==> src/logic/cpu_isa_pkg.sv <==
////////////////////////////////////////
// Instruction set definitions
// Opcode enum, instruction word, flags
// and the flag select bit positions
////////////////////////////////////////

package cpu_isa_pkg;

   ////////////////////////////////////////
   // Opcodes
   ////////////////////////////////////////

   // Top nibble of the instruction word
   typedef enum logic [3:0] {
      OP_NOP   = 4'h0,
      OP_LOAD  = 4'h1,   // AC <- mem[ea]
      OP_STORE = 4'h2,   // mem[ea] <- AC
      OP_ADD   = 4'h3,   // AC <- AC + mem[ea]
      OP_IN    = 4'h4,   // AC <- io[ea]
      OP_OUT   = 4'h5,   // io[ea] <- AC
      OP_JMP   = 4'h6,
      OP_FLAG  = 4'h7,   // Operand bits pick flag commands
      OP_SKL   = 4'h8,   // Skip if link set
      OP_INCA  = 4'h9
   } op_e;               // 0xA to 0xF run as NOP

   ////////////////////////////////////////
   // Words
   ////////////////////////////////////////

   typedef struct packed {
      op_e         op;
      logic        ind;      // Indirect addressing, resolved in datapath
      logic [10:0] operand;
   } instr_t;

   // Status flags held by the control unit
   typedef struct packed {
      logic link;
      logic ie;              // Interrupt enable
   } flags_t;

   // Operand bits for OP_FLAG
   localparam int FSEL_CLL = 10;
   localparam int FSEL_CPL = 9;
   localparam int FSEL_STI = 8;
   localparam int FSEL_CLI = 7;

endpackage

==> src/logic/ucode_pkg.sv <==
////////////////////////////////////////
// Microcode definitions
// Bus unit and ALU enums, control word,
// ROM address, step limit, FSM states
////////////////////////////////////////

package ucode_pkg;

   ////////////////////////////////////////
   // Field encodings
   ////////////////////////////////////////

   // Unit driving the bus
   typedef enum logic [3:0] {
      R_NONE = 4'd0,
      R_PC   = 4'd1,
      R_AC   = 4'd2,
      R_AGL  = 4'd3,   // Address generation logic
      R_MBUS = 4'd4,   // Memory or I/O data in
      R_VEC  = 4'd5    // Interrupt vector
   } runit_e;

   // Unit loading from the bus
   typedef enum logic [2:0] {
      W_NONE = 3'd0,
      W_PC   = 3'd1,
      W_AC   = 3'd2,
      W_DR   = 3'd3,
      W_MAR  = 3'd4
   } wunit_e;

   typedef enum logic [3:0] {
      ALU_PASS = 4'd0,
      ALU_ADD  = 4'd1
   } alu_e;

   ////////////////////////////////////////
   // Control word and ROM address
   ////////////////////////////////////////

   // 24 bits, all strobes active high
   typedef struct packed {
      runit_e runit;
      wunit_e wunit;
      alu_e   opif;
      logic   cpl;     // Complement link
      logic   cll;     // Clear link
      logic   sti;
      logic   cli;
      logic   incac;
      logic   incpc;
      logic   incdr;
      logic   rsvd;    // Spare bit, always zero
      logic   mem;
      logic   io;
      logic   rd;
      logic   wen;
      logic   last;    // End of microprogram
   } ctl_word_t;

   typedef struct packed {
      logic              irq;    // Interrupt entry program
      logic              link;
      cpu_isa_pkg::op_e  op;
      logic [3:0]        upc;
   } uaddr_t;

   localparam int unsigned MAX_STEPS = 2;   // Longest microprogram

   typedef enum logic [1:0] {
      S_IDLE = 2'd0,
      S_RUN  = 2'd1,
      S_IRQ  = 2'd2
   } seq_state_e;

endpackage

==> src/logic/upc_counter.sv <==
////////////////////////////////////////
// Micro-PC counter
// Steps on accepted control words
////////////////////////////////////////

`timescale 1ns/10ps

module upc_counter (
   input  logic       clk4,
   input  logic       arst_n,
   input  logic       advance,   // Word taken, more steps follow
   input  logic       clear,     // Word with last taken
   output logic [3:0] upc
);

   ////////////////////////////////////////
   // Counter
   ////////////////////////////////////////

   always_ff @(posedge clk4 or negedge arst_n) begin
      if (!arst_n) begin
         upc <= 4'd0;
      end else if (clear) begin
         upc <= 4'd0;              // Ready for next program
      end else if (advance) begin
         upc <= upc + 4'd1;
      end
   end

   ////////////////////////////////////////
   // Checks
   ////////////////////////////////////////

   // ROM must set last before the step limit
   a_upc_range : assert property (
      @(posedge clk4) disable iff (!arst_n)
      upc < ucode_pkg::MAX_STEPS
   ) else $error("upc ran past the longest microprogram");

endmodule

==> src/logic/ucode_rom.sv <==
////////////////////////////////////////
// Microcode ROM
// Combinational table with one control
// word for each irq, link, opcode and upc
////////////////////////////////////////

`timescale 1ns/10ps

module ucode_rom (
   input  ucode_pkg::uaddr_t    uaddr,
   output ucode_pkg::ctl_word_t word
);

   always_comb begin
      // Unlisted addresses end the program at once
      word      = '0;
      word.last = 1'b1;

      if (uaddr.irq) begin
         ////////////////////////////////////////
         // Interrupt entry
         ////////////////////////////////////////
         if (uaddr.upc == 4'd0) begin
            word.runit = ucode_pkg::R_PC;     // Save return address
            word.wunit = ucode_pkg::W_DR;
            word.cli   = 1'b1;                // No nesting
            word.last  = 1'b0;
         end else if (uaddr.upc == 4'd1) begin
            word.runit = ucode_pkg::R_VEC;
            word.wunit = ucode_pkg::W_PC;
         end
      end else begin
         ////////////////////////////////////////
         // Instruction programs
         ////////////////////////////////////////
         case (uaddr.op)
            cpu_isa_pkg::OP_LOAD, cpu_isa_pkg::OP_ADD, cpu_isa_pkg::OP_IN: begin
               if (uaddr.upc == 4'd0) begin
                  word.runit = ucode_pkg::R_AGL;   // Effective address to MAR
                  word.wunit = ucode_pkg::W_MAR;
                  word.last  = 1'b0;
               end else if (uaddr.upc == 4'd1) begin
                  word.runit = ucode_pkg::R_MBUS;
                  word.wunit = ucode_pkg::W_AC;
                  word.rd    = 1'b1;
                  word.mem   = (uaddr.op != cpu_isa_pkg::OP_IN);
                  word.io    = (uaddr.op == cpu_isa_pkg::OP_IN);
                  if (uaddr.op == cpu_isa_pkg::OP_ADD) begin
                     word.opif = ucode_pkg::ALU_ADD;   // AC + bus
                  end
               end
            end
            cpu_isa_pkg::OP_STORE, cpu_isa_pkg::OP_OUT: begin
               if (uaddr.upc == 4'd0) begin
                  word.runit = ucode_pkg::R_AGL;
                  word.wunit = ucode_pkg::W_MAR;
                  word.last  = 1'b0;
               end else if (uaddr.upc == 4'd1) begin
                  word.runit = ucode_pkg::R_AC;    // AC onto data bus
                  word.wen   = 1'b1;
                  word.mem   = (uaddr.op == cpu_isa_pkg::OP_STORE);
                  word.io    = (uaddr.op == cpu_isa_pkg::OP_OUT);
               end
            end
            cpu_isa_pkg::OP_JMP: begin
               if (uaddr.upc == 4'd0) begin
                  word.runit = ucode_pkg::R_AGL;
                  word.wunit = ucode_pkg::W_PC;
               end
            end
            cpu_isa_pkg::OP_SKL: begin
               if (uaddr.upc == 4'd0) begin
                  word.incpc = uaddr.link;         // Skip taken on link
               end
            end
            cpu_isa_pkg::OP_INCA: begin
               if (uaddr.upc == 4'd0) begin
                  word.incac = 1'b1;
               end
            end
            // OP_FLAG gets its flag bits from the operand in the sequencer
            // NOP, spare codes and OP_FLAG keep the default word
            default: ;
         endcase
      end
   end

endmodule

==> src/logic/flag_unit.sv <==
////////////////////////////////////////
// Flag unit
// Link and interrupt enable registers
////////////////////////////////////////

`timescale 1ns/10ps

module flag_unit (
   input  logic                 clk4,
   input  logic                 arst_n,
   input  ucode_pkg::ctl_word_t cmd,    // Word being transferred
   input  logic                 take,   // Transfer strobe
   output cpu_isa_pkg::flags_t  flags
);

   logic link_nxt;
   logic ie_nxt;

   ////////////////////////////////////////
   // Update rules
   ////////////////////////////////////////

   // Clear first, then complement
   assign link_nxt = (flags.link & ~cmd.cll) ^ cmd.cpl;

   // cli dominates sti
   assign ie_nxt = (flags.ie | cmd.sti) & ~cmd.cli;

   ////////////////////////////////////////
   // Registers
   ////////////////////////////////////////

   always_ff @(posedge clk4 or negedge arst_n) begin
      if (!arst_n) begin
         flags <= '0;
      end else if (take) begin
         flags.link <= link_nxt;
         flags.ie   <= ie_nxt;
      end
   end

   ////////////////////////////////////////
   // Checks
   ////////////////////////////////////////

   // Stale flag commands on an idle bus are ignored
   a_flags_need_take : assert property (
      @(posedge clk4) disable iff (!arst_n)
      !take |=> $stable(flags)
   ) else $error("flags changed without a control transfer");

endmodule

==> src/logic/sequencer.sv <==
////////////////////////////////////////
// Microcode sequencer
// Instruction latch, idle/run/irq FSM,
// ROM address build, output handshake
////////////////////////////////////////

`timescale 1ns/10ps

module sequencer (
   input  logic                 clk4,
   input  logic                 arst_n,
   input  cpu_isa_pkg::instr_t  instr,
   input  logic                 instr_valid,
   input  logic                 irq,
   input  logic                 halt,
   input  cpu_isa_pkg::flags_t  flags,
   input  logic                 ctl_ready,
   output logic                 instr_ready,
   output ucode_pkg::ctl_word_t ctl,
   output logic                 ctl_valid,
   output logic                 ctl_xfer
);

   ucode_pkg::seq_state_e state, state_nxt;
   cpu_isa_pkg::instr_t   ir;          // Held instruction
   ucode_pkg::uaddr_t     uaddr;
   ucode_pkg::ctl_word_t  rom_word;
   logic [3:0]            upc;
   logic                  irq_pend;
   logic                  instr_xfer;
   logic                  prog_end;

   ////////////////////////////////////////
   // Handshakes
   ////////////////////////////////////////

   assign irq_pend    = irq & flags.ie;
   assign instr_ready = (state == ucode_pkg::S_IDLE) & ~halt & ~irq_pend;
   assign instr_xfer  = instr_valid & instr_ready;
   assign ctl_valid   = (state != ucode_pkg::S_IDLE) & ~halt;   // Halt stalls output
   assign ctl_xfer    = ctl_valid & ctl_ready;
   assign prog_end    = ctl_xfer & ctl.last;

   ////////////////////////////////////////
   // State machine
   ////////////////////////////////////////

   always_comb begin
      state_nxt = state;
      case (state)
         ucode_pkg::S_IDLE: begin
            if (!halt && irq_pend) begin
               state_nxt = ucode_pkg::S_IRQ;      // Interrupt wins over instr
            end else if (instr_xfer) begin
               state_nxt = ucode_pkg::S_RUN;
            end
         end
         ucode_pkg::S_RUN, ucode_pkg::S_IRQ: begin
            if (prog_end) state_nxt = ucode_pkg::S_IDLE;
         end
         default: state_nxt = ucode_pkg::S_IDLE;
      endcase
   end

   always_ff @(posedge clk4 or negedge arst_n) begin
      if (!arst_n) state <= ucode_pkg::S_IDLE;
      else         state <= state_nxt;
   end

   always_ff @(posedge clk4) begin
      if (instr_xfer) ir <= instr;
   end

   ////////////////////////////////////////
   // Micro-PC and ROM
   ////////////////////////////////////////

   upc_counter upc_counter_i (
      .clk4    (clk4),
      .arst_n  (arst_n),
      .advance (ctl_xfer & ~ctl.last),
      .clear   (prog_end),
      .upc     (upc)
   );

   assign uaddr.irq  = (state == ucode_pkg::S_IRQ);
   assign uaddr.link = flags.link;              // Live flag for SKL
   assign uaddr.op   = ir.op;
   assign uaddr.upc  = upc;

   ucode_rom ucode_rom_i (
      .uaddr (uaddr),
      .word  (rom_word)
   );

   // OP_FLAG takes its commands straight from the operand
   always_comb begin
      ctl = rom_word;
      if (!uaddr.irq && ir.op == cpu_isa_pkg::OP_FLAG) begin
         ctl.cll = ir.operand[cpu_isa_pkg::FSEL_CLL];
         ctl.cpl = ir.operand[cpu_isa_pkg::FSEL_CPL];
         ctl.sti = ir.operand[cpu_isa_pkg::FSEL_STI];
         ctl.cli = ir.operand[cpu_isa_pkg::FSEL_CLI];
      end
   end

   ////////////////////////////////////////
   // Checks
   ////////////////////////////////////////

   a_ctl_hold : assert property (
      @(posedge clk4) disable iff (!arst_n)
      ctl_valid && !ctl_ready |=> $stable(ctl)
   ) else $error("ctl changed under back-pressure");

   a_no_accept_busy : assert property (
      @(posedge clk4) disable iff (!arst_n)
      state != ucode_pkg::S_IDLE |-> !instr_ready
   ) else $error("instr_ready high while a program runs");

endmodule

==> src/logic/micro_control.sv <==
////////////////////////////////////////
// Microcoded control unit, top level
// Sequencer plus flag unit
////////////////////////////////////////

`timescale 1ns/10ps

module micro_control (
   input  logic                 clk4,
   input  logic                 arst_n,
   input  cpu_isa_pkg::instr_t  instr,
   input  logic                 instr_valid,
   input  logic                 irq,
   input  logic                 halt,
   input  logic                 ctl_ready,
   output logic                 instr_ready,
   output ucode_pkg::ctl_word_t ctl,
   output logic                 ctl_valid,
   output cpu_isa_pkg::flags_t  flags
);

   logic ctl_xfer;   // Word accepted by datapath

   sequencer sequencer_i (
      .clk4        (clk4),
      .arst_n      (arst_n),
      .instr       (instr),
      .instr_valid (instr_valid),
      .irq         (irq),
      .halt        (halt),
      .flags       (flags),       // Feedback into ROM address
      .ctl_ready   (ctl_ready),
      .instr_ready (instr_ready),
      .ctl         (ctl),
      .ctl_valid   (ctl_valid),
      .ctl_xfer    (ctl_xfer)
   );

   flag_unit flag_unit_i (
      .clk4   (clk4),
      .arst_n (arst_n),
      .cmd    (ctl),
      .take   (ctl_xfer),
      .flags  (flags)
   );

endmodule

==> config.mk <==
export PLATFORM = sky130hd
export DESIGN_NAME = micro_control
export DESIGN_NICKNAME = d
export VERILOG_FILES = /design/src/logic/cpu_isa_pkg.sv /design/src/logic/ucode_pkg.sv /design/src/logic/upc_counter.sv /design/src/logic/ucode_rom.sv /design/src/logic/flag_unit.sv /design/src/logic/sequencer.sv /design/src/logic/micro_control.sv
export SDC_FILE = /design/constraint.sdc
export NUM_CORES = 1
export LEC_CHECK = 0
export BUFFER_PORTS_ARGS = -buffer_cell sky130_fd_sc_hd__buf_2
export CORE_MARGIN = 5
export CORE_UTILIZATION = 42
export CTS_CLUSTER_SIZE = 16
export DETAILED_ROUTE_END_ITERATION = 6
export GPL_TIMING_DRIVEN = 0
export MAX_ROUTING_LAYER = met4
export PLACE_DENSITY = 0.79
export RECOVER_POWER = 100
export SLEW_MARGIN = 10
export SYNTH_ARGS = -nofsm -noshare
export SYNTH_HDL_FRONTEND = slang
export SYNTH_SLANG_ARGS = --single-unit
==> constraint.sdc <==
create_clock -name clk4 -period 2.4 [get_ports clk4]
set_input_delay 0.48 -clock clk4 [delete_from_list [all_inputs] [get_ports clk4]]
set_output_delay 0.48 -clock clk4 [all_outputs]
set_load 0.02 [all_outputs]
==> Word level (Yosys, flattened, before mapping) <==
Index checks and enable logic that the tools add are counted.
{ "op_classes": {"bitwise": 17, "muxes": 40, "add_sub_neg": 1, "reduce_logical": 13, "n_eq_ne": 15} }
{ "ops": {"columns": ["operator", "count"], "rows": [
  ["2-to-1 mux 4 bit", 8],
  ["one-hot mux 7 bit (3 select lines)", 1],
  ["2-to-1 mux 6 bit", 3],
  ["== test 4 x 3 -> 1 bit (second input constant)", 4],
  ["2-to-1 mux 2 bit", 7],
  ["2-to-1 mux 1 bit", 13],
  ["AND 1 bit", 10],
  ["2-to-1 mux 10 bit", 1],
  ["2-to-1 mux 3 bit", 3],
  ["== test 4 x 1 -> 1 bit (second input constant)", 2],
  ["== test 4 x 2 -> 1 bit (second input constant)", 2],
  ["== test 4 bit (second input constant)", 2],
  ["one-hot mux 2 bit (2 select lines)", 2],
  ["2-to-1 mux 7 bit", 1],
  ["2-to-1 mux 5 bit", 1],
  ["inverter 1 bit", 5],
  ["OR reduction 5 bit", 1],
  ["adder 4 x 1 -> 4 bit (second input constant)", 1],
  ["logical NOT 4 bit", 1],
  ["inequality test 4 x 3 -> 1 bit (second input constant)", 1],
  ["nonzero test 2 bit", 2],
  ["OR reduction 2 bit", 2],
  ["inequality test 3 x 2 -> 1 bit (second input constant)", 1],
  ["OR reduction 3 bit", 1],
  ["9 further kinds", 11]
]} }
{ "word_totals": {"register_bits": 23, "out_inout_bits": 28, "inputBits": 22, "elab_cells": 92} }

==> Longest topological paths before layout <==
{ "depth": {"depth_word": 8, "ltp_mapped": 7, "mapped_depth_nobuf": 6} }

==> Cells and area by module <==
From an unflattened synthesis, not the netlist that was laid out.
{ "hier_totals": {"cells_unflattened": 116, "hier_area_um2": 1161.1} }
{ "by_module_without_submodules": {"columns": ["module", "cells_each", "n_inst", "area_per_inst_um2", "seq_area_each_um2"], "rows": [
  ["sequencer", 38, 1, 519.2, 290.3],
  ["ucode_rom", 55, 1, 364.1, 0.0],
  ["upc_counter", 16, 1, 192.7, 100.1],
  ["flag_unit", 7, 1, 85.1, 50.0]
]} }

==> Worst setup path before layout <==
Ideal clock, no wire load.
{ "synth_timing": {"path_kind": "reg-to-output", "from": "reg sequencer_i.upc_counter_i.upc[0]", "to": "out ctl[17] (netlist bit)", "required_ns": 1.920, "setup_slack_ns": -0.013, "arrival_ns": 1.933, "n_path_buf": 0, "path_stages_with_launch": 5, "cell_sequence": "dfrtp_1 > inv_1 > ha_1 > or3b_2 > o41ai_1"} }
{ "synth_rtl": {"columns": ["item", "line_no", "text"], "rows": [
  ["start: declaration", "upc_counter.sv:13", "output logic [3:0] upc"],
  ["start signal: assignment", "upc_counter.sv:26", "upc <= upc + 4'd1;"],
  ["end: declaration", "micro_control.sv:17", "output ucode_pkg::ctl_word_t ctl,"]
]} }

==> flow_metrics.py <==
metrics = {
    "cells_and_area": {
        "final_cells": 195,
        "drive_gt1_share_pct": 40.0,
        "fillCellCount": 232,
        "final_common_cell": "buf_2",
        "nNetsFinal": 193,
        "syn_to_final_growth_pct": 32.0,
        "final_cell_mix": "buf_2 (23), buf_4 (17), nand2_1 (15), dfrtp_1 (8), edfxtp_1 (8)",
        "postLayoutCoreUtil_pct": 58.1,
        "design_area_um2": 1450,
        "antenna_cells": 0,
    },
    "route": {
        "vias": 1005,
        "wl_per_cell_um": 13.0,
        "drtPass1Iterations": 4,
        "finalWirelength_mm": 2.53,
        "drt_iter0_drc": 56,
        "via_per_inst": 5.15,
        "drc": 0,
        "drtAntennaViolNets": 0,
    },
    "global_routing": {
        "busiest_layer": "met2",
        "antenna_found_initial": 0,
        "grt_use_met3_pct": 3.14,
        "grt_max_degree": 11,
        "first_global_vias": 955,
        "grt_usage_pct": 15.5,
        "grt_pass1_wl_mm": 4.21,
        "grtUsageMet2_pct": 26.0,
        "grt_use_met1_pct": 19.5,
        "grt.overflow.total": 0,
    },
    "clocking": {
        "clk_pin_slew_ns": 0.09,
        "cts.sinks": 16,
        "cts_tree": "built",
        "numCtsBuffers": 3,
        "root_buffer": "clkbuf_4",
        "clockBufferDepth": 2,
        "insertion_delay_ns": 0.28,
        "cts_hold_buffers": 0,
        "htreeDepth": 1,
    },
    "floorplanning": {
        "die-area_um2": 3740,
        "die_x_um": 61.2,
        "row_count": 18,
        "ioPinCount": 50,
        "dieHeight_um": 61.2,
        "initial_core_util_pct": 44.0,
        "core-area_um2": 2500,
    },
    "power": {
        "cellPowerDensity_nw_per_um2": 943,
        "vdd_drop_max_mv": 0.608,
        "internal-power_uw": 759,
        "pwr-share-comb_pct": 61.2,
        "p_clk_share_pct": 10.4,
        "power_switching_share_pct": 44.5,
        "power.switching_uw": 609,
        "leakage_uw": 0.000661,
        "power.sequential.fraction_pct": 28.3,
    },
    "setup_path": {
        "max_stage_delay_ns": 0.41,
        "worstPathRequired_ns": 1.92,
        "critPathSlowestCell": "dfrtp_1",
        "worstSetupStartpointType": "register",
        "critPathKind": "register to output port",
        "worstSetupEndpointType": "output port",
        "crit_chain": "inv_2 -> ha_1 -> or3b_4 -> or3_1 -> buf_6 -> nor4b_4 -> buf_4",
        "cp.arrival_ns": 2.14,
        "cp_max_fo": 5,
    },
    "logic_synthesis": {
        "ys_types": 44,
        "async_reset_ff_share_pct": 50.0,
        "yosysWarnings": 0,
        "seq_area_frac_synth_pct": 40.0,
        "syn_area_per_cell_um2": 9.32,
        "synth_cells": 118,
        "synth_edf_count": 8,
        "synth-main-ff-cell": "edfxtp_1",
        "synth_area_um2": 1100,
        "synth_seq_cells": 16,
    },
    "timing": {
        "report.final.slew_viol_count": 0,
        "setup_viol_count_final": 10,
        "fin_skew_ns": 0.00151,
        "max-slew-margin-rel_pct": 63.2,
        "rsz0062_at_grt": "yes",
        "worstMarginPinSlew_ns": 0.546,
        "min_period_ns": 2.62,
        "setup_ws_ns": -0.224,
        "hold_viol": 0,
        "max_freq_mhz": 381,
        "finalCritPeriodShare_pct": 109,
    },
    "worst_hold_path": {
        "min_path_type": "input port to async pin",
    },
    "place": {
        "place_area_um2": 1340,
        "dpl.hpwl_mm": 1.95,
        "gp_congestion": 0.721,
        "dp.cells": 188,
        "port_buffers": 35,
        "place_ws_ns": 0.0175,
    },
    "run_status": {
        "violations": "negative setup slack",
        "outcome": "finished, violations left",
    },
    "run": {
        "cap_violations": 0,
    },
}
## kinds of logic after synthesis
group	Yosys count	share of synthesized area (%)
simple gates	53	29.1
flops	16	40.0
fa+ha+maj	5	5.69
other cells	1	0.341
buf+inv	21	10.6
mux	1	0.910
compound gates	21	13.3
## final cells by class
| type | count | area (µm²) | share of cell area (%) |
|---|---|---|---|
| Multi-Input combinational cell | 86 | 607 | 41.8 |
| Tap cell | 30 | 37.5 | 2.59 |
| Timing Repair Buffer | 39 | 226 | 15.6 |
| Inverter | 7 | 26.3 | 1.81 |
| Clock buffer | 3 | 22.5 | 1.55 |
| Sequential cell | 16 | 440 | 30.3 |
| Buffer | 13 | 87.6 | 6.03 |
| Clock inverter | 1 | 3.75 | 0.259 |
## synth_stat cells (3+ instances only)
cell type | instances | area [µm²]
buf_4 | 7 | 52.6
nand2_1 | 15 | 56.3
nor3_1 | 3 | 15.0
clkbuf_1 | 3 | 11.3
and2_1 | 7 | 43.8
dfrtp_1 | 8 | 200
a31oi_1 | 3 | 18.8
ha_1 | 5 | 62.6
edfxtp_1 | 8 | 240
inv_1 | 7 | 26.3
o21ai_0 | 4 | 20.0
nor2_1 | 7 | 26.3
## routing by layer
layer  vias to the layer above  routed length, µm
li1                        504                  -
met1                       469               1110
met2                        30               1280
met3                         2                136
met4                         0                  9
met5                         -                  0
## worst paths after layout
kind	startpoint	end	slack (ns)	cells after the start
min reg2reg	sequencer_i.upc_counter_i.upc[2]$_DFFE_PN0P_	sequencer_i.upc_counter_i.upc[2]$_DFFE_PN0P_	0.58	2
min in group clk4	instr[9]	sequencer_i.ir[9]$_DFFE_PP_	0.37	1
min	arst_n	flag_unit_i.flags[1]$_DFFE_PN0P_	0.10	1
max reg2reg	sequencer_i.upc_counter_i.upc[1]$_DFFE_PN0P_	flag_unit_i.flags[0]$_DFFE_PN0P_	0.58	7
max	sequencer_i.upc_counter_i.upc[1]$_DFFE_PN0P_	ctl[3]	-0.22	7
max in group asynchronous	arst_n	sequencer_i.upc_counter_i.upc[2]$_DFFE_PN0P_	1.99	1
## power by group through the flow
stage,Clock (µW),Combinational [µW],Sequential (µW)
floorplan,0,546,380
global placement,0,712,384
detailed placement,0,734,389
CTS,146,822,386
global route,162,925,393
finish,143,838,388
## state kept, by name, summed over array words and instances, names as in the netlist
| register | cells |
|---|---|
| sequencer_i.upc_counter_i.upc | 4 |
| sequencer_i.ir | 8 |
| flag_unit_i.flags | 2 |
| sequencer_i.state | 2 |
## repair_timing
action / 4_1_cts / 5_1_grt
resized for setup: 19 / 6
endpoints found under the setup margin: 11 / 17
pin swaps: 3 / 0
setup buffers: 4 / 0
cloned: 0 / 0
## critical path, delay by kind of cell (launching register included)
family	cells	cell delay [ns]
and+or+nand+nor	3	0.91
adders and majority gates	1	0.13
DFF	1	0.41
buffers and inverters	3	0.40
## through the flow
| stage | hold slack [ns] | setup TNS, ns | total power [µW] |
|---|---|---|---|
| 6_report | 0.103 | -1.37 | 1370 |
| 5_1_grt | 0.134 | -2.81 | 1480 |
| 4_1_cts | 0.0173 | -1.30 | 1350 |
| 3_5_place_dp | 0.335 | 0 | 1120 |
| 3_3_place_gp | 0.329 | 0 | 1100 |
| 2_1_floorplan | 0.184 | 0 | 926 |
No activity file was read; power rests on OpenSTA's default activity.
